$ cat src/logic/way_lfsr.sv
`timescale 1ns/10ps

module way_lfsr (
    input  logic clk,
    input  logic rst,
    output logic rand_way
);

    logic [7:0] lfsr_q;

    // taps 8,6,5,4 give the maximal 255-state sequence
    always_ff @(posedge clk) begin
        if (rst) begin
            lfsr_q <= 8'hA5;
        end else begin
            lfsr_q <= {lfsr_q[6:0], lfsr_q[7] ^ lfsr_q[5] ^ lfsr_q[4] ^ lfsr_q[3]};
        end
    end

    assign rand_way = lfsr_q[0];

    a_lfsr_nonzero: assert property (@(posedge clk) disable iff (rst) lfsr_q != 8'h00);

endmodule

$ cat config.mk
export PLATFORM = sky130hd
export DESIGN_NAME = way_lfsr
export DESIGN_NICKNAME = d
export VERILOG_FILES = /design/src/logic/way_lfsr.sv
export SDC_FILE = /design/constraint.sdc
export NUM_CORES = 1
export LEC_CHECK = 0
export BUFFER_PORTS_ARGS = -buffer_cell sky130_fd_sc_hd__buf_2
export CAP_MARGIN = 25
export CORE_AREA = 2 2 39 41
export CTS_CLUSTER_DIAMETER = 80
export DETAILED_ROUTE_END_ITERATION = 10
export DIE_AREA = 0 0 41 43
export PLACE_DENSITY = 0.3
export SYNTH_ARGS = -nofsm -noshare
export SYNTH_HDL_FRONTEND = slang
export SYNTH_SLANG_ARGS = --single-unit
$ cat constraint.sdc
create_clock -name clk -period 0.8 [get_ports clk]
set_input_delay 0.16 -clock clk [delete_from_list [all_inputs] [get_ports clk]]
set_output_delay 0.16 -clock clk [all_outputs]
set_load 0.02 [all_outputs]
## Word level (Yosys, flattened, before mapping)

Cells that the tools add are included.

| word-level totals | value |
|---|---|
| register bits after elaboration | 8 |
| input bits | 2 |
| word-level logic and storage cells | 4 |
| output and inout bits | 1 |

| cells by class | value |
|---|---|
| bitwise logic cells | 3 |

Operators with widths:

| operator | number |
|---|---|
| 1-bit XOR | 3 |

## Logic depth before layout (Yosys ltp)

| depth | value |
|---|---|
| depth in word-level cells | 3 |
| mapped depth | 3 |
| mapped depth without buffers | 3 |

## Worst setup path after synthesis

OpenSTA, ideal clock, no wires.

| path | value |
|---|---|
| kind | flip-flop to flip-flop |
| start point | reg lfsr_q[4] |
| end point | reg lfsr_q[0] |
| cell stages (with the launch flop) | 4 |
| clock period less this slack | 0.775 ns |
| path slack | 0.025 ns |
| data arrival time | 0.658 ns |
| required time | 0.683 ns |
| setup time | 0.117 ns |
| path buffers | 0 |
| cells stage by stage | dfxtp_1 > xor2_1 > xnor2_1 > nand2b_1 |

| on the way | value |
|---|---|
| word-level cells in the longest chain between the ends | 2 |

RTL lines:

| element | line | RTL |
|---|---|---|
| start: declaration | 9 | `logic [7:0] lfsr_q;` |
| start signal: assignment | 16 | `lfsr_q <= {lfsr_q[6:0], lfsr_q[7] ^ lfsr_q[5] ^ lfsr_q[4] ^ lfsr_q[3]};` |
| 1-bit XOR (2 in a row) | 16 |  |

Every way passes these cells.
A chain may end at the register's enable or synchronous reset.

## Worst setup path in the final report

| path | value |
|---|---|
| start point | reg lfsr_q[0] |
| end point | out rand_way |

RTL lines:

| element | line | RTL |
|---|---|---|
| end: declaration | 6 | `output logic rand_way` |

No word-level cell between the ends.

==> qor.yml <==
syn_nets: 21
crit_type: "flop to primary output"
violations: "negative setup slack"
synth_top_area_share_pct: 67.7
fin_area_um2: 300
grt_usage_pct: 5.75
hold_viol: 0
r2r-end: "lfsr_q[0]$_SDFF_PP1_"
syn_area_per_cell_um2: 12.4
r2r_cells: 3
critPathLaunchType: "flop"
hold_end: "lfsr_q[4]$_SDFF_PP0_"
synth_cell_types: 6
route.detailed.drc: 0
htree_levels: 1
holdCritStartpoint: "rst"
drt-wirelength-per-cell_um: 8.08
drv_slew: 0
crit_path_max_incr_delay_ns: 0.32
biggestRegsByFlops: "lfsr_q x8"
dp.cells: 37
layout.nets: 28
numCtsBuffers: 3
overflow: 0
ys_seq_area_share_pct: 67.7
vias: 132
tns_ns: -0.0750
fmax_ghz: 1.18
hold_depth: 2
cp_slowest_cell: "dfxtp_2"
final_layout_size_suffix_gt1_share_pct: 50.0
cp_top_family: "flip-flops"
hold_path_class: "primary input to flop"
root_buffer: "clkbuf_4"
cp.required_ns: 0.64
cts_max_path_buffers: 2
rsz0062_at_grt: "true"
postPlaceCellArea_um2: 267
final_util_pct: 21.7
arrival_ns: 0.69
cp_max_fo: 2
critPathCaptureType: "primary output"
die_area_mm2: 0.00176
diodes: 0
antenna_found_initial: 0
grt_pass1_wl_um: 600
post-route-period-util_pct: 106
total_power_uw: 838
via_per_inst: 3.30
post-cts-setup-buffers: 0
netlist_instances: 19
slew_headroom_pct: 88.8
synth_seq_cells: 8
clk_pin_slew_worst_paths_ns: 0.05
p_leak_nw: 0.122
cp_num_buf_inv: 1
hold_slack_ns: 0.157
maxCapViolCount: 0
crit_chain: "buf_6"
areaGrowthSynthToFinish_pct: 27.0
finalCriticalPeriod_ns: 0.847
grt_pass1_vias: 162
postRouteAntennaNets: 0
dr.pass1.iters: 1
core_region_area_mm2: 0.00138
grt_max_degree: 9
io_buffers: 2
drt_wl_total_um: 323
irDropWorstVdd_v: 0.000715
clock-sinks: 8
tightestPinTransition_ns: 0.167
netlist_area_um2: 236
insertion_delay_ns: 0.25
ys_top_cells_by_area: "dfxtp_1 68%, nor2b_1 11%, or2_2 7.9%, xor2_1 7.4%, xnor2_1 3.7%"
synth_top_area_cell: "dfxtp_1"
finalNonFillerCells: 40
skew_ns: 0.00116
gp_congestion: 0.591
reg2reg_from: "lfsr_q[4]$_SDFF_PP0_"
initial_core_util_pct: 17.1
yosys_warnings: 0
finalSetupViolCount: 2
fin_ws_ns: -0.0473
power_density_mw_per_mm2: 2790
rrSetupSlack_ns: -0.03
ios: 3
std_cell_rows: 14
die_h_um: 43
pre_cts_slack_ns: -0.0405
top_register: "lfsr_q"
largest_reg_flops: 8
die_w_um: 41
drt_iter0_markers: 0
status: "finished, violations left"
cts_tree: "built"
n_fill_cell: 153
## layout by cell type (no fill, tap or decap)
cell	Yosys	layout
xnor2_1	1	1
or2_2	3	3
dfxtp_2	0	4
clkbuf_4	0	3
buf_2	0	1
nand2b_1	1	1
dfxtp_1	8	4
nor2b_1	4	4
xor2_1	2	2
buf_6	0	1
## area by class of cell
| class | count | area (um2) | area share, % |
|---|---|---|---|
| Timing Repair Buffer | 2 | 16.3 | 5.42 |
| Multi-Input combinational cell | 11 | 76.3 | 25.4 |
| Clock buffer | 3 | 22.5 | 7.50 |
| Tap cell | 16 | 20.0 | 6.67 |
| Sequential cell | 8 | 165 | 55.0 |
## power breakdown
group | internal, mW | total (mW) | switching (mW)
Combinational | 0.0495 | 0.0850 | 0.0355
Sequential | 0.441 | 0.457 | 0.0158
Clock | 0.171 | 0.296 | 0.125
Total | 0.661 | 0.838 | 0.177
## how the worst max path moves through the flow
stage / startpoint / end / cells after the start
detailed placement: lfsr_q[4]$_SDFF_PP0_ / lfsr_q[0]$_SDFF_PP1_ / 3
global route: lfsr_q[0]$_SDFF_PP1_ / rand_way / 1
finish: lfsr_q[0]$_SDFF_PP1_ / rand_way / 1
global placement: lfsr_q[4]$_SDFF_PP0_ / lfsr_q[0]$_SDFF_PP1_ / 3
floorplan: lfsr_q[4]$_SDFF_PP0_ / lfsr_q[0]$_SDFF_PP1_ / 3
CTS: lfsr_q[0]$_SDFF_PP1_ / rand_way / 1
## logic make-up (layout without fill, tap and decap cells)
family	count (synthesis)	count (layout)	synth area share, %
AND/OR/NAND/NOR	8	8	21.2
buffers and inverters	0	5	0
flip-flops	8	8	67.7
XOR/XNOR	3	3	11.1
## routing by layer
metal  share of wire [%]  GRT usage [%]
met5                   0              0
met4                   0           10.0
met3                 5.9           1.57
met2                  44           6.25
met1                  50           6.21
## synthesized netlist by cell type
cell	number
xor2_1	2
nor2b_1	4
dfxtp_1	8
or2_2	3
nand2b_1	1
xnor2_1	1
## repair_timing
| item | CTS | global route |
|---|---|---|
| resized for setup | 6 | 0 |
| pin swaps | 3 | 1 |
| endpoints found under the setup margin | 2 | 2 |
| hold buffers | 0 | 0 |
| hold endpoints to repair | 0 | 0 |
Power figures use the tool's default switching activity.
