### config.mk
export PLATFORM = sky130hd
export DESIGN_NAME = hit_write_buffer
export DESIGN_NICKNAME = d
export VERILOG_FILES = /design/src/logic/cache_pkg.sv /design/src/logic/hit_write_buffer.sv
export VERILOG_INCLUDE_DIRS = /design/src /design/src/logic
export SDC_FILE = /design/constraint.sdc
export NUM_CORES = 1
export LEC_CHECK = 0
export BUFFER_PORTS_ARGS = -buffer_cell sky130_fd_sc_hd__buf_4
export CORE_MARGIN = 2
export CORE_UTILIZATION = 44
export DETAILED_ROUTE_END_ITERATION = 8
export PLACE_DENSITY_LB_ADDON = 0.25
export SLEW_MARGIN = 25
export SYNTH_ARGS = -nofsm -noshare
export SYNTH_HDL_FRONTEND = slang
export SYNTH_SLANG_ARGS = --single-unit
export TNS_END_PERCENT = 20
### constraint.sdc
create_clock -name clk -period 2 [get_ports clk]
set_input_delay 0.1 -clock clk [delete_from_list [all_inputs] [get_ports clk]]
set_output_delay 0.1 -clock clk [all_outputs]
set_load 0.01 [all_outputs]
### src/logic/cache_defines.svh
`ifndef CACHE_DEFINES_SVH
`define CACHE_DEFINES_SVH

// address split: tag | index | byte offset
`define CACHE_TAG_W     20
`define CACHE_INDEX_W   8
`define CACHE_OFFSET_W  4

// one line is four 32-bit banks
`define CACHE_WORD_W    32
`define CACHE_BANKS     4
`define CACHE_LINE_W    128

// one strobe per byte
`define CACHE_STRB_W    4

`endif
### src/logic/cache_pkg.sv
`include "cache_defines.svh"

package cache_pkg;

    typedef enum logic {
        OP_READ  = 1'b0,
        OP_WRITE = 1'b1
    } cache_op_e;

    typedef struct packed {
        cache_op_e                   op;
        logic [`CACHE_TAG_W-1:0]     tag;
        logic [`CACHE_INDEX_W-1:0]   index;
        logic [`CACHE_OFFSET_W-1:0]  offset;
        logic [`CACHE_STRB_W-1:0]    wstrb;
        logic [`CACHE_WORD_W-1:0]    wdata;
    } cpu_req_t;

    typedef struct packed {
        logic [`CACHE_TAG_W-1:0] tag;
        logic                    valid;
    } tagv_t;

    // bank 0 sits in the low word
    typedef logic [`CACHE_BANKS-1:0][`CACHE_WORD_W-1:0] line_t;

    typedef struct packed {
        logic [31:0] addr;
        line_t       data;
    } wb_req_t;

    // one-hot main FSM
    typedef enum logic [4:0] {
        M_IDLE    = 5'b00001,
        M_LOOKUP  = 5'b00010,
        M_MISS    = 5'b00100,
        M_REPLACE = 5'b01000,
        M_REFILL  = 5'b10000
    } main_state_e;

    typedef enum logic [1:0] {
        W_IDLE  = 2'b01,
        W_WRITE = 2'b10
    } wbuf_state_e;

    // new bytes over old bytes under the strobes
    function automatic logic [`CACHE_WORD_W-1:0] strb_merge(
        input logic [`CACHE_WORD_W-1:0] old_word,
        input logic [`CACHE_WORD_W-1:0] new_word,
        input logic [`CACHE_STRB_W-1:0] strb
    );
        logic [`CACHE_WORD_W-1:0] merged;
        merged = old_word;
        for (int i = 0; i < `CACHE_STRB_W; i++) begin
            if (strb[i]) begin
                merged[8*i +: 8] = new_word[8*i +: 8];
            end
        end
        return merged;
    endfunction

endpackage

### src/logic/hit_write_buffer.sv
`timescale 1ns/10ps
`include "cache_defines.svh"

module hit_write_buffer (
    input  logic                        clk,
    input  logic                        rst,
    input  logic                        capture,
    input  logic                        cap_way,
    input  logic [`CACHE_INDEX_W-1:0]   cap_index,
    input  logic [`CACHE_OFFSET_W-3:0]  cap_bank,
    input  logic [`CACHE_STRB_W-1:0]    cap_wstrb,
    input  logic [`CACHE_WORD_W-1:0]    cap_wdata,
    input  logic [`CACHE_WORD_W-1:0]    cap_old,
    output logic                        pending,
    output logic                        wr_way,
    output logic [`CACHE_INDEX_W-1:0]   buf_index,
    output logic [`CACHE_OFFSET_W-3:0]  wr_bank,
    output logic [`CACHE_WORD_W-1:0]    wr_word
);

    cache_pkg::wbuf_state_e        state;
    logic                          way_q;
    logic [`CACHE_INDEX_W-1:0]     index_q;
    logic [`CACHE_OFFSET_W-3:0]    bank_q;
    logic [`CACHE_WORD_W-1:0]      word_q;

    // store lasts exactly one cycle
    always_ff @(posedge clk) begin
        if (rst) begin
            state <= cache_pkg::W_IDLE;
        end else begin
            case (state)
                cache_pkg::W_IDLE:  state <= capture ? cache_pkg::W_WRITE : cache_pkg::W_IDLE;
                default:            state <= cache_pkg::W_IDLE;
            endcase
        end
    end

    always_ff @(posedge clk) begin
        if (capture) begin
            way_q   <= cap_way;
            index_q <= cap_index;
            bank_q  <= cap_bank;
            word_q  <= cache_pkg::strb_merge(cap_old, cap_wdata, cap_wstrb);
        end
    end

    assign pending   = (state == cache_pkg::W_WRITE);
    assign wr_way    = way_q;
    assign buf_index = index_q;
    assign wr_bank   = bank_q;
    assign wr_word   = word_q;

    a_no_capture_pending: assert property (@(posedge clk) disable iff (rst)
        capture |-> !pending);

endmodule

* Yosys cells after proc, flatten, opt, wreduce, memory -nomap -nowiden
Index checks and enable logic that the tools add are counted.
Word-level totals: bits in read-only memories 0, register bits after elaboration 45, RAM bits 0, output and inout port bits 44, bits in latches 0, memories 0
Cells by class: $mul 0, div/mod/pow operators 0, bitwise gates (word level) 1, shifts and indexed selects 0, equality and inequality tests 2, $lt $le $gt $ge 0, muxes and demuxes 5, reductions and logical operators 1, $add $sub $neg 0
Operator list (count):
- 8-bit 2-to-1 mux | 4
- 2-bit by 1-bit equality test with 1-bit output, second input constant | 1
- 2-bit equality test, second input constant | 1
- 2-bit 2-to-1 mux | 1
- 2-bit OR reduction | 1
- 1-bit inverter | 1

* Longest topological paths before layout
word-level depth 3, depth in mapped cells 2, mapped depth without buffers 1

* Least setup slack after synthesis
OpenSTA, ideal clock, no wires.
kind in2reg, start point in cap_wstrb[0], end point reg word_q[0], in the netlist wr_word[0], data pin, cell stages on the path 2, library setup time 0.260 ns, setup slack 1.224 ns, buffers on the path 1, data arrival time 0.516 ns, cells stage by stage buf_6 mux2_4
On the way: cells in the longest elaborated chain, start to end 1
RTL lines:
- start, declared | RTL line hit_write_buffer.sv:11 | input logic [`CACHE_STRB_W-1:0] cap_wstrb,
- 8-bit 2-to-1 mux | RTL line cache_pkg.sv:55 | if (strb[i]) begin
- end signal, assigned | RTL line hit_write_buffer.sv:44 | word_q <= cache_pkg::strb_merge(cap_old, cap_wdata, cap_wstrb);
- end, declared | RTL line hit_write_buffer.sv:25 | logic [`CACHE_WORD_W-1:0] word_q;
No other way between the ends. A chain may end at the register's enable or synchronous reset.

* Worst setup path after layout
start point reg state[1], end point out pending
On the way: cells in the longest elaborated chain, start to end 1
RTL lines:
- start, declared | RTL line hit_write_buffer.sv:21 | cache_pkg::wbuf_state_e state;
- start signal, assigned | RTL line hit_write_buffer.sv:30 | state <= cache_pkg::W_IDLE;
- start signal, assigned | RTL line hit_write_buffer.sv:33 | cache_pkg::W_IDLE: state <= capture ? cache_pkg::W_WRITE : cache_pkg::W_IDLE;
- start signal, assigned | RTL line hit_write_buffer.sv:34 | default: state <= cache_pkg::W_IDLE;
- 2-bit equality test | RTL line hit_write_buffer.sv:48 | assign pending = (state == cache_pkg::W_WRITE);
- end, declared | RTL line hit_write_buffer.sv:14 | output logic pending,
No other way between the ends.

==> reports/results.env <==
FP-ROW-COUNT=23
ANTENNA_CELLS=0
WORST_CLOCK_SKEW_PS=0.0989
TIMING.SETUP.CRITICAL_PATH_CLASS='flop to primary output'
DRT-TOTAL-WL_UM=4090
LEFTOVER_OVERFLOW_AT_THE_END_OF_GLOBAL_ROUTING=0
IO_BUFFERS=125
INSERTION_DELAY_OF_THE_LATER_CLOCKED_PIN_IN_THE_WORST_SKEW_PAIR_PS=280
SYNTH_AREA_PER_CELL_SQ_UM=22.4
SYNTHESIS.INSTANCES=84
SLEW_VIOL_FINAL=0
HPWLAFTERDP_UM=3220
FRACTION_OF_THE_CYCLE_THE_FINAL_WORST_PATH_NEEDS_PCT=49.4
SUM_NEG_SETUP_SLACK_PS=0
TIMING.CRITICAL_PATH.FROM_TYPE='flop'
YOSYS_REGISTER_BITS=45
STATUS='finished clean'
HOLDBUFCOUNTCTS=12
NUMBER_OF_BUFFERS_ADDED_BY_THE_CLOCK_TREE_SYNTHESIS_STEP=5
INITIALDRTVIOLATIONCOUNT=83
TIMING.HOLD.WORST.START='cap_wdata[29]'
HOLD_VIOLATIONS=0
DIE_W_UM=69.4
YOSYSSEQAREASHARE_PCT=70.7
VIAS_PER_CELL=4.64
PLACE.GP.CONGESTION=0.759
CRITICAL_PATH_REQUIRED_PS=1900
MAXIMUM_NUMBER_OF_PINS_ON_ONE_NET_BEFORE_GLOBAL_ROUTE_REPAIR=46
RSZ_0062_RAISED_AFTER_GLOBAL_ROUTING='no'
SYNTH-WARNING-COUNT=0
NUMBER_OF_ANTENNA_VIOLATIONS_AT_THE_FIRST_CHECK_IN_GLOBAL_ROUTING=0
CRITICAL_PATH.MAX_FANOUT=3
DPL.CELL_COUNT=255
REMAINING_ROUTING_DRC_VIOLATIONS=0
NNETSFINAL=306
CTS_POST_SETUP_BUFFERS_INSERTED=0
SETUP_VIOL=0
CRITICAL_PATH.STARTPOINT='state[1]'
MAX-CAP-VIOLATIONS=0
POWER_PER_CELL_AREA_nW_PER_UM2=699
IR_WORST_VDD_mV=0.453
WIRE_PER_INST_UM=14.9
SYNTHTOLAYOUTAREAGROWTH_PCT=61.9
ANT_NETS=0
FMAX_MHz=1010
DRT_PASS1_ITERATIONS=4
FINAL.MIN_CLOCK_PERIOD_PS=987
GRT_FIRST_PASS_WIRELENGTH_UM=6330
CTS-ROOT-TO-SINK-BUFFERS=2
DRIVE_ABOVE_1_SHARE_PCT=72.4
SYNTH_AREA_SQ_UM=1880
CP-END-KIND='primary output'
CLOCK_TREE.ROOT_CELL='clkbuf_8'
CTSRESIZECOUNT=0
CP_DATA_ARRIVAL_TIME_PS=890
FIRST_GLOBAL_VIAS=1386
CELLLEAKAGEPOWER_nW=1.40
TOTAL_DIE_AREA_SQ_UM=4820
PIN_COUNT=126
CHIPHEIGHT_UM=69.4
SYN_NETS=166
HOLD-WORST-SLACK_PS=106
START_UTIL_PCT=46.4
CTS.HTREE.LEVELS=2
LAYOUTNONFILLERINSTCOUNT=275
WORSTMARGINPINSLEW_PS=551
CLK_PIN_SLEW_WORST_PATHS_PS=80
FP.COREAREA_SQ_UM=4060
CTS_SINKS=45
TRITONCTS='yes'
WORST_HOLD_PATH_TYPE='input pin to flop'
REG2REG_START='state[0]'
WORST_SLEW_MARGIN_REL_PCT=63.3
FILL_CELLS=268
GRT_UTIL_ALL_LAYERS_PCT=16.9
YOSYSUNIQUECELLTYPES=7
DR_TOTAL_VIAS=1277
worst max-delay path: stages, from the launching register on:
cell and delay, ps:
dfxtp_1 340, nor2b_1 140, buf_4 130
worst paths after layout:
path | to | slack, ps | cells past startpoint
min reg2reg | state[1] | 430 | 1
min | wr_word[29] | 110 | 2
max reg2reg | state[1] | 1300 | 1
max | pending | 1010 | 2
power breakdown:
part           internal [mW]  switching [mW]
Clock                  0.282           0.277
Combinational          0.281           0.143
Sequential              1.13          0.0236
per-layer routing:
metal / vias to the layer above / part of all wire, % / track usage [%]
met5: - / 0 / 0
met4: 0 / 0.98 / 5.88
met1: 590 / 34 / 16.5
met2: 74 / 55 / 31.6
met3: 5 / 10 / 6.83
li1: 608 / - / -
cell type report:
type,instances,area [sq um],area share [%]
flip-flops and latches,45,1330,43.6
repair buffers,137,1060,34.7
multi-input cells,35,508,16.7
clock buffers,8,90.1,2.95
well taps,50,62.6,2.05
state kept, by name, summed over array words and instances, names as in the netlist:
signal,flops
wr_word,32
buf_index,8
state,2
wr_bank,2
wr_way,1
cell families after synthesis:
kind of cell	count (synthesis)	synth area share, %
DFF	45	70.7
muxes	32	25.5
buffers and inverters	4	2.39
and+or+nand+nor	3	1.46
Yosys cell counts:
cell | count | area (sq um)
edfxtp_1 | 43 | 1290
nor2b_1 | 1 | 6.26
nand4bb_1 | 1 | 11.3
buf_6 | 4 | 45.0
dfxtp_1 | 2 | 40.0
mux2_4 | 32 | 480
nor4bb_1 | 1 | 10.0
stage by stage:
stage               area [sq um]  power (mW)  utilization (%)  worst slack [ps]
floorplan                   1880        1.32                -              1220
global placement            2840        1.57             70.0              1080
detailed placement          2840        1.58             70.0              1050
CTS                         3050        2.15             75.2               993
global route                3050        2.22             75.2               956
finish                      3050        2.13             75.2              1010
cells in the final DEF (no fill, tap or decap), drive strengths merged:
cell type,synthesis,routed
clkbuf,0,8
buf,4,125
mux2,32,32
nand4bb,1,1
nor2b,1,1
dlygate4sd3,0,12
nor4bb,1,1
dfxtp,2,2
edfxtp,43,43
Note: power is estimated with default switching activity, not from simulation.
