File: src/logic/cache_defines.svh
`ifndef CACHE_DEFINES_SVH
`define CACHE_DEFINES_SVH

// address split: tag | index | byte offset
`define CACHE_TAG_W     20
`define CACHE_INDEX_W   8
`define CACHE_OFFSET_W  4

// one line is four 32-bit banks
`define CACHE_WORD_W    32
`define CACHE_BANKS     4
`define CACHE_LINE_W    128

// one strobe per byte
`define CACHE_STRB_W    4

`endif
File: src/logic/cache_pkg.sv
`include "cache_defines.svh"

package cache_pkg;

    typedef enum logic {
        OP_READ  = 1'b0,
        OP_WRITE = 1'b1
    } cache_op_e;

    typedef struct packed {
        cache_op_e                   op;
        logic [`CACHE_TAG_W-1:0]     tag;
        logic [`CACHE_INDEX_W-1:0]   index;
        logic [`CACHE_OFFSET_W-1:0]  offset;
        logic [`CACHE_STRB_W-1:0]    wstrb;
        logic [`CACHE_WORD_W-1:0]    wdata;
    } cpu_req_t;

    typedef struct packed {
        logic [`CACHE_TAG_W-1:0] tag;
        logic                    valid;
    } tagv_t;

    // bank 0 sits in the low word
    typedef logic [`CACHE_BANKS-1:0][`CACHE_WORD_W-1:0] line_t;

    typedef struct packed {
        logic [31:0] addr;
        line_t       data;
    } wb_req_t;

    // one-hot main FSM
    typedef enum logic [4:0] {
        M_IDLE    = 5'b00001,
        M_LOOKUP  = 5'b00010,
        M_MISS    = 5'b00100,
        M_REPLACE = 5'b01000,
        M_REFILL  = 5'b10000
    } main_state_e;

    typedef enum logic [1:0] {
        W_IDLE  = 2'b01,
        W_WRITE = 2'b10
    } wbuf_state_e;

    // new bytes over old bytes under the strobes
    function automatic logic [`CACHE_WORD_W-1:0] strb_merge(
        input logic [`CACHE_WORD_W-1:0] old_word,
        input logic [`CACHE_WORD_W-1:0] new_word,
        input logic [`CACHE_STRB_W-1:0] strb
    );
        logic [`CACHE_WORD_W-1:0] merged;
        merged = old_word;
        for (int i = 0; i < `CACHE_STRB_W; i++) begin
            if (strb[i]) begin
                merged[8*i +: 8] = new_word[8*i +: 8];
            end
        end
        return merged;
    endfunction

endpackage

File: src/logic/cache_ctrl.sv
`timescale 1ns/10ps
`include "cache_defines.svh"

module cache_ctrl (
    input  logic                        clk,
    input  logic                        rst,
    input  logic                        valid,
    input  cache_pkg::cpu_req_t         req,
    output logic                        addr_ok,
    output logic                        data_ok,
    output logic [`CACHE_WORD_W-1:0]    rdata,
    output logic                        rd_req,
    output logic [31:0]                 rd_addr,
    input  logic                        rd_rdy,
    input  logic                        ret_valid,
    input  logic                        ret_last,
    input  logic [`CACHE_WORD_W-1:0]    ret_data,
    output logic                        wr_req,
    output cache_pkg::wb_req_t          wb,
    input  logic                        wr_rdy,
    input  cache_pkg::tagv_t            way_tagv_0,
    input  cache_pkg::tagv_t            way_tagv_1,
    input  logic                        way_dirty_0,
    input  logic                        way_dirty_1,
    input  cache_pkg::line_t            way_line_0,
    input  cache_pkg::line_t            way_line_1,
    output logic [`CACHE_BANKS-1:0]     way_we_0,
    output logic [`CACHE_BANKS-1:0]     way_we_1,
    output logic                        way_tag_we_0,
    output logic                        way_tag_we_1,
    output logic                        way_dirty_val_0,
    output logic                        way_dirty_val_1,
    output logic [`CACHE_INDEX_W-1:0]   rd_index,
    output logic [`CACHE_INDEX_W-1:0]   wr_index,
    output logic [`CACHE_WORD_W-1:0]    bank_wdata,
    output logic                        capture,
    output logic                        cap_way,
    output logic [`CACHE_INDEX_W-1:0]   cap_index,
    output logic [`CACHE_OFFSET_W-3:0]  cap_bank,
    output logic [`CACHE_STRB_W-1:0]    cap_wstrb,
    output logic [`CACHE_WORD_W-1:0]    cap_wdata,
    output logic [`CACHE_WORD_W-1:0]    cap_old,
    input  logic                        pending,
    input  logic                        wr_way,
    input  logic [`CACHE_OFFSET_W-3:0]  wr_bank,
    input  logic [`CACHE_WORD_W-1:0]    wr_word,
    input  logic [`CACHE_INDEX_W-1:0]   buf_index,
    input  logic                        rand_way
);

    cache_pkg::main_state_e        state;
    cache_pkg::main_state_e        state_nxt;
    cache_pkg::cpu_req_t           req_q;
    logic [`CACHE_OFFSET_W-3:0]    bank_q;
    logic [`CACHE_OFFSET_W-3:0]    refill_cnt;
    logic                          replace_way;
    logic                          hit_0;
    logic                          hit_1;
    logic                          hit;
    logic [`CACHE_WORD_W-1:0]      hit_word;
    logic [`CACHE_WORD_W-1:0]      refill_word;
    logic                          refill_we;
    logic [`CACHE_BANKS-1:0]       bank_sel;
    cache_pkg::tagv_t              victim_tagv;
    logic                          victim_dirty;
    cache_pkg::line_t              victim_line;

    always_ff @(posedge clk) begin
        if (rst) begin
            state <= cache_pkg::M_IDLE;
        end else begin
            state <= state_nxt;
        end
    end

    always_comb begin
        state_nxt = state;
        case (state)
            cache_pkg::M_IDLE: begin
                if (valid && addr_ok) begin
                    state_nxt = cache_pkg::M_LOOKUP;
                end
            end
            cache_pkg::M_LOOKUP: begin
                state_nxt = hit ? cache_pkg::M_IDLE : cache_pkg::M_MISS;
            end
            cache_pkg::M_MISS: begin
                // clean or invalid victim skips the write-back
                if (!wr_req || wr_rdy) begin
                    state_nxt = cache_pkg::M_REPLACE;
                end
            end
            cache_pkg::M_REPLACE: begin
                if (rd_rdy) begin
                    state_nxt = cache_pkg::M_REFILL;
                end
            end
            cache_pkg::M_REFILL: begin
                if (ret_valid && ret_last) begin
                    state_nxt = cache_pkg::M_IDLE;
                end
            end
            default: begin
                state_nxt = cache_pkg::M_IDLE;
            end
        endcase
    end

    // request buffer
    always_ff @(posedge clk) begin
        if (valid && addr_ok) begin
            req_q <= req;
        end
    end

    assign bank_q = req_q.offset[`CACHE_OFFSET_W-1:2];

    // tag compare on the data read during acceptance
    assign hit_0    = way_tagv_0.valid && (way_tagv_0.tag == req_q.tag);
    assign hit_1    = way_tagv_1.valid && (way_tagv_1.tag == req_q.tag);
    assign hit      = hit_0 || hit_1;
    assign hit_word = hit_0 ? way_line_0[bank_q] : way_line_1[bank_q];

    always_ff @(posedge clk) begin
        if (rst) begin
            replace_way <= 1'b0;
        end else if (state == cache_pkg::M_LOOKUP && !hit) begin
            replace_way <= rand_way;
        end
    end

    always_ff @(posedge clk) begin
        if (rst) begin
            refill_cnt <= '0;
        end else if (refill_we) begin
            refill_cnt <= ret_last ? '0 : refill_cnt + 1'b1;
        end
    end

    // victim stays stable while the read index holds
    assign victim_tagv  = replace_way ? way_tagv_1 : way_tagv_0;
    assign victim_dirty = replace_way ? way_dirty_1 : way_dirty_0;
    assign victim_line  = replace_way ? way_line_1 : way_line_0;

    assign wr_req  = (state == cache_pkg::M_MISS) && victim_tagv.valid && victim_dirty;
    assign wb      = '{addr: {victim_tagv.tag, req_q.index, {`CACHE_OFFSET_W{1'b0}}},
                       data: victim_line};
    assign rd_req  = (state == cache_pkg::M_REPLACE);
    assign rd_addr = {req_q.tag, req_q.index, {`CACHE_OFFSET_W{1'b0}}};

    // write miss merges into its own beat
    assign refill_we   = (state == cache_pkg::M_REFILL) && ret_valid;
    assign refill_word = (req_q.op == cache_pkg::OP_WRITE && refill_cnt == bank_q) ?
                         cache_pkg::strb_merge(ret_data, req_q.wdata, req_q.wstrb) : ret_data;

    always_comb begin
        bank_sel = '0;
        bank_sel[refill_we ? refill_cnt : wr_bank] = 1'b1;
    end

    // refill and the buffered store never overlap
    assign way_we_0     = ((refill_we && !replace_way) || (pending && !wr_way)) ? bank_sel : '0;
    assign way_we_1     = ((refill_we && replace_way) || (pending && wr_way)) ? bank_sel : '0;
    assign way_tag_we_0 = (refill_we && ret_last && !replace_way) || (pending && !wr_way);
    assign way_tag_we_1 = (refill_we && ret_last && replace_way) || (pending && wr_way);

    // req_q still holds the write during a buffered store
    assign way_dirty_val_0 = (req_q.op == cache_pkg::OP_WRITE);
    assign way_dirty_val_1 = (req_q.op == cache_pkg::OP_WRITE);

    assign rd_index   = (state == cache_pkg::M_IDLE) ? req.index : req_q.index;
    assign wr_index   = pending ? buf_index : req_q.index;
    assign bank_wdata = pending ? wr_word : refill_word;

    assign capture   = (state == cache_pkg::M_LOOKUP) && hit && (req_q.op == cache_pkg::OP_WRITE);
    assign cap_way   = hit_1;
    assign cap_index = req_q.index;
    assign cap_bank  = bank_q;
    assign cap_wstrb = req_q.wstrb;
    assign cap_wdata = req_q.wdata;
    assign cap_old   = hit_word;

    assign addr_ok = (state == cache_pkg::M_IDLE) && !pending;
    assign data_ok = ((state == cache_pkg::M_LOOKUP) && hit) || (refill_we && refill_cnt == bank_q);
    assign rdata   = (state == cache_pkg::M_LOOKUP) ? hit_word : ret_data;

    // one data_ok per request, never two cycles in a row
    a_data_ok_pulse: assert property (@(posedge clk) disable iff (rst)
        data_ok |=> !data_ok);

    a_wb_hold: assert property (@(posedge clk) disable iff (rst)
        wr_req && !wr_rdy |=> wr_req && $stable(wb));

    a_one_hit: assert property (@(posedge clk) disable iff (rst)
        (state == cache_pkg::M_LOOKUP) |-> !(hit_0 && hit_1));

endmodule

File: config.mk
export PLATFORM = sky130hd
export DESIGN_NAME = cache_ctrl
export DESIGN_NICKNAME = d
export VERILOG_FILES = /design/src/logic/cache_pkg.sv /design/src/logic/cache_ctrl.sv
export VERILOG_INCLUDE_DIRS = /design/src /design/src/logic
export SDC_FILE = /design/constraint.sdc
export NUM_CORES = 1
export LEC_CHECK = 0
export BUFFER_PORTS_ARGS = -buffer_cell sky130_fd_sc_hd__buf_2
export CAP_MARGIN = 25
export CORE_AREA = 2 2 316 318
export CTS_CLUSTER_SIZE = 10
export DETAILED_ROUTE_END_ITERATION = 16
export DIE_AREA = 0 0 318 320
export GPL_TIMING_DRIVEN = 1
export PLACE_DENSITY_LB_ADDON = 0.1
export SLEW_MARGIN = 5
export SYNTH_ARGS = -nofsm -noshare
export SYNTH_HDL_FRONTEND = slang
export SYNTH_SLANG_ARGS = --single-unit
File: constraint.sdc
create_clock -name clk -period 4.4 [get_ports clk]
set_clock_uncertainty 0.2 [all_clocks]
set_input_delay 0.22 -clock clk [delete_from_list [all_inputs] [get_ports clk]]
set_output_delay 0.22 -clock clk [all_outputs]
set_load 0.01 [all_outputs]
Word-level counts from Yosys, hierarchy flattened

Index checks and enable logic that the tools add are counted.

Bits of input ports: 453
Memories: 0
Output and inout port bits: 368
Flip-flop bits (word level): 77
RAM bits: 0
Latch bits: 0
Memory bits (read-only): 0
Logic and storage cells: 88

Reductions and logical operators: 34
Multipliers: 0
Divide/modulo/power cells: 0
Add/sub/neg operators: 1
Equality and inequality tests: 12
Shifts and indexed selects: 0
Bitwise logic cells: 0
Order comparisons: 3
Muxes and demuxes: 29

Operator list:

| operator                                            | count |
|---|---|
| two-way mux 32 bit                                  | 6 |
| binary-select mux 32 bit (select 2 bit)             | 2 |
| two-way mux 128 bit                                 | 1 |
| two-way mux 8 bit                                   | 6 |
| equality test 20 bit                                | 2 |
| one-hot mux 5 bit (5 select lines)                  | 1 |
| logical AND 1 bit                                   | 21 |
| two-way mux 21 bit                                  | 1 |
| two-way mux 5 bit                                   | 4 |
| two-way mux 4 bit                                   | 2 |
| logical OR 1 bit                                    | 7 |
| < comparator 2 x 3 -> 1 bit, second input constant  | 2 |
| inequality test 2 bit, second input constant        | 3 |
| equality test 5 x 1 -> 1 bit, second input constant | 1 |
| equality test 5 x 2 -> 1 bit, second input constant | 1 |
| equality test 5 x 3 -> 1 bit, second input constant | 1 |
| equality test 5 x 4 -> 1 bit, second input constant | 1 |
| equality test 5 bit, second input constant          | 1 |
| zero test 1 bit                                     | 5 |
| two-way mux 2 bit                                   | 2 |
| AND reduction 4 bit                                 | 1 |
| two-way mux 3 bit                                   | 1 |
| adder 2 x 1 -> 2 bit, second input constant         | 1 |
| demux 1 bit (select 2 bit)                          | 1 |
| 4 further kinds                                     | 5 |

Depth between registers and ports, before layout

Word-level depth: 8
Gate-level depth with buffers: 8
Gate-level depth less buffers: 6

Worst setup path before layout

OpenSTA, ideal clock, no wires.

Path type: flip-flop to flip-flop
Start point: reg state[2]
End point: reg req_q, in the netlist cap_bank[0], enable pin
Cell stages (with the launch flop): 5
Arrival: 2.612 ns
Path slack: 1.155 ns
Period minus slack after synthesis: 3.245 ns
Setup time: 0.433 ns
Cell sequence: dfxtp_1 > nor3_1 > nand3b_1 > nor2_1 > and2_1

Word-level cells in the longest chain between the ends: 3

Ends and longest elaborated chain:

| element                      | RTL line          | text |
|---|---|---|
| start: declaration           | cache_ctrl.sv:51  | `cache_pkg::main_state_e state;` |
| start signal: assignment     | cache_ctrl.sv:70  | `state <= cache_pkg::M_IDLE;` |
| start signal: assignment     | cache_ctrl.sv:72  | `state <= state_nxt;` |
| equality test 5 x 1 -> 1 bit | cache_ctrl.sv:183 | `assign addr_ok = (state == cache_pkg::M_IDLE) && !pending;` |
| logical AND 1 bit            | cache_ctrl.sv:183 |  |
| net addr_ok                  | cache_ctrl.sv:9   | `output logic addr_ok,` |
| logical AND 1 bit            | cache_ctrl.sv:111 | `if (valid && addr_ok) begin` |
| end signal: assignment       | cache_ctrl.sv:112 | `req_q <= req;` |
| end: declaration             | cache_ctrl.sv:53  | `cache_pkg::cpu_req_t req_q;` |

The timed path passes the listed nets, and every way through them passes these cells.
A chain may end at the register's enable or synchronous reset.

Worst setup path in the final report

Start point: reg req_q, in the netlist rd_addr[15]
End point: out rdata[4]

Word-level cells in the longest chain between the ends: 4

Ends and longest elaborated chain:

| element              | RTL line          | text |
|---|---|---|
| equality test 20 bit | cache_ctrl.sv:119 | `assign hit_0 = way_tagv_0.valid && (way_tagv_0.tag == req_q.tag);` |
| logical AND 1 bit    | cache_ctrl.sv:119 |  |
| two-way mux 32 bit   | cache_ctrl.sv:122 | `assign hit_word = hit_0 ? way_line_0[bank_q] : way_line_1[bank_q];` |
| two-way mux 32 bit   | cache_ctrl.sv:185 | `assign rdata = (state == cache_pkg::M_LOOKUP) ? hit_word : ret_data;` |
| end: declaration     | cache_ctrl.sv:11  | `` output logic [`CACHE_WORD_W-1:0] rdata, `` |

Every way passes these cells.

==> results.cfg <==
[yosys]
synth_top_area_cell = sky130_fd_sc_hd__edfxtp_1
synthesized_netlist_cell_count = 694
synth_top_area_frac = 0.238
synth_ff_type = sky130_fd_sc_hd__edfxtp_1
synthDistinctLibCells = 47
yosysWarningCount = 0
postSynth.asyncResetShare = 0
synth_enable_flop_cells = 67
synth_sequential_area_ratio = 0.257
ys_ff_latch = 75
synth_area_leaders = sky130_fd_sc_hd__edfxtp_1 24%, sky130_fd_sc_hd__mux2_2 22%, sky130_fd_sc_hd__mux4_2 17%
syn_avg_cell_area_um2 = 12.2
synthesis.area_um2 = 8460

[floorplan]
design.core.area_um2 = 98000
dieArea_um2 = 102000
floorplan.rows = 115
die-height_um = 320
pin_count = 821
initial_core_util = 0.0864
die_width_um = 318

[routing]
drt_drc_violations_left = 0
drt_pre_antenna_iters = 4
drt-vias-per-instance = 3.41
postRouteAntennaNets = 0
drt_first_iter_violations = 356
via_count = 9657
post_drt_wl_per_cell_um = 22.9
route.final.wire_length_um = 64900

[cts]
clock_tree.root_cell = sky130_fd_sc_hd__clkbuf_16
ctsLongestPathBuffers = 2
post_cts_resize_count = 0
clock_sinks = 75
ctsHtreeMaxLevel = 3
cts_buffers = 9
tritoncts = built
worstSkewPairLatency_ps = 370
cts_hold_buffers = 70
clk_pin_slew_worst_paths_ps = 80
postCtsSetupBuffers = 0

[power_and_ir_drop]
irDropWorstVdd_mv = 0.129
power_per_cell_area_nw_per_um2 = 242
p_leak_nw = 6.76

[critical_path]
crit_path_end_kind = primary output
worst_path_max_delay_cell = sky130_fd_sc_hd__or4_1
critical_path.cell_chain = xnor2_1 > or4b_1 > or4_1 > or2_4 > buf_12 > mux2_4 > mux2_4 > buf_2
critical_path.startpoint_type = register
path_common_cell = sky130_fd_sc_hd__mux2_4
worstPathRequired_ps = 3980
critical_path_arrival_ps = 3710
critical_path_peak_fanout = 18
critical_path.max_stage_delay_ps = 580
startpoint_to_endpoint_class_of_the_critical_path = reg -> out

[sta]
period_needed_ps = 4130
worst-slew-pin-transition_ps = 1030
maxSlewHeadroom = 0.311
hold-worst-slack_ps = 51.9
period_share = 0.938
fin_setup_tns_ps = 0
grt_setup_unrepaired = no
setup-violations-final = 0
max_slew_violation_count = 0
final_hold_violation_count = 0
timing.fmax_mhz = 242

[placed_design]
gp_routability_congestion = 0.883
port-buffer-count = 810
place_inst = 2738
post-dp-hpwl_um = 55300

[run]
max-cap-violations = 0

[grt]
grt_overflow = 0
total_global_routing_track_utilization = 0.121
pin_count_of_the_biggest_net_entering_global_routing = 66
first_global_vias = 10500
antenna_found_initial = 11
global_route_wire_length_before_repair_um = 86100

[final_layout]
post_layout_nonfiller_instances = 2829
fill_cells = 11200
final_layout_size_suffix_gt1_frac = 0.741
area.growth.synth_to_final_pct = 76.7
fin_nets = 1986

[min_path]
hold_path_class = in -> reg

[status]
run_status = finished, final reports clean
[Yosys cell counts (all sizes together) (2+ instances only)]
library cell and instances:
a211oi 2, a21oi 8, a22oi 2, and2 2
and4 2, buf 36, clkbuf 39, dfxtp 8
edfxtp 67, inv 6, mux2 228, mux2i 33
mux4 64, nand2 46, nand3 8, nand3b 5
nand4 8, nand4b 2, nor2 18, nor2b 2
nor3 3, nor4 5, nor4b 2, o21ai 35
o22ai 2, o32a 2, or4 4, or4b 2
xnor2 25, xor2 17
[worst paths after layout]
check / from / end / slack (ps) / depth (start not counted)
setup / recovery: rd_addr[15] / rdata[4] / 270 / 8
hold / removal: ret_last / refill_cnt[0] / 50 / 4
setup reg to reg: rd_addr[21] / replace_way / 990 / 7
hold reg to reg: refill_cnt[1] / refill_cnt[1] / 420 / 2
[registers in the layout (all words and copies together) (netlist names)]
name             count
cap_bank             2
way_dirty_val_0      1
state                5
cap_wdata           32
replace_way          1
cap_wstrb            4
cap_index            8
rd_addr             20
refill_cnt           2
[stage by stage]
step | total power [W] | area (um2) | util | setup slack [ps]
3_5_place_dp | 0.00275 | 13900 | 0.142 | 582
5_1_grt | 0.00385 | 14900 | 0.153 | 49.2
6_report | 0.00361 | 15000 | 0.153 | 273
3_3_place_gp | 0.00277 | 13900 | 0.142 | 624
2_1_floorplan | 0.00185 | 8490 | - | 1160
4_1_cts | 0.00376 | 14900 | 0.152 | 131
[report_power, final]
part	switching [W]	leakage [nW]	internal, W	total, W
Clock	0.000411	0.149	0.000462	0.000873
Sequential	0.0000798	0.683	0.000879	0.000959
Combinational	0.000933	5.93	0.000850	0.00178
Total	0.00142	6.76	0.00219	0.00361
[cells by family (layout without fill, tap and decap cells)]
kind of cell,count (synthesis),count (layout),synth area share
multiplexers,325,325,0.539
buffers and inverters,81,918,0.0537
AO/OA/AOI/OAI,56,56,0.0380
other,1,12,0.000443
flip-flops,75,75,0.257
AND/OR/NAND/NOR,114,114,0.0683
XOR/XNOR,42,42,0.0435
[routing by layer]
layer / track usage / wire, um / part of all wire
met1: 0.139 / 25100 / 0.39
met2: 0.228 / 34400 / 0.53
met3: 0.0282 / 4500 / 0.069
met4: 0.0239 / 911 / 0.014
met5: 0 / 13 / 0.00020
[layout by cell type, fill, tap and decap left out, types with 4 or more instances in the layout]
master                          netlist  routed
sky130_fd_sc_hd__nand3_1              8       8
sky130_fd_sc_hd__nand3b_1             5       5
sky130_fd_sc_hd__a21oi_1              8       8
sky130_fd_sc_hd__nor4_1               5       5
sky130_fd_sc_hd__mux2_4              60      60
sky130_fd_sc_hd__mux2_2             168     168
sky130_fd_sc_hd__o21ai_0             35      35
sky130_fd_sc_hd__nand4_1              8       8
sky130_fd_sc_hd__xor2_1              17      17
sky130_fd_sc_hd__inv_1                6       6
sky130_fd_sc_hd__nor2_1              18      18
sky130_fd_sc_hd__clkbuf_16            0       9
sky130_fd_sc_hd__edfxtp_1            67      67
sky130_fd_sc_hd__conb_1               1       8
sky130_fd_sc_hd__dlygate4sd3_1        0      70
sky130_fd_sc_hd__mux4_2              64      64
sky130_fd_sc_hd__mux2i_1             33      33
sky130_fd_sc_hd__buf_4               25      11
sky130_fd_sc_hd__diode_2              0       4
sky130_fd_sc_hd__nand2_1             46      46
sky130_fd_sc_hd__buf_12               3       6
sky130_fd_sc_hd__dfxtp_1              8       7
sky130_fd_sc_hd__xnor2_1             25      25
sky130_fd_sc_hd__buf_2                0     809
[final cells by class]
type | count | area [um2] | share of cell area
inverter | 6 | 22.5 | 0.00151
timing repair buffer | 896 | 4950 | 0.331
multi-input combinational | 545 | 5870 | 0.393
sequential | 75 | 2180 | 0.145
tap | 1287 | 1610 | 0.108
antenna | 4 | 10.0 | 0.000669
clock inverter | 6 | 72.6 | 0.00485
clock buffer | 10 | 239 | 0.0160
[critical path: cells and delay by family, from the launching register on]
family	cells	cell delay (ps)
flip-flops	1	430
XOR/XNOR	1	260
multiplexers	2	670
AND/OR/NAND/NOR	3	1520
buffers and inverters	2	390
No activity file was read; power rests on OpenSTA's default activity.
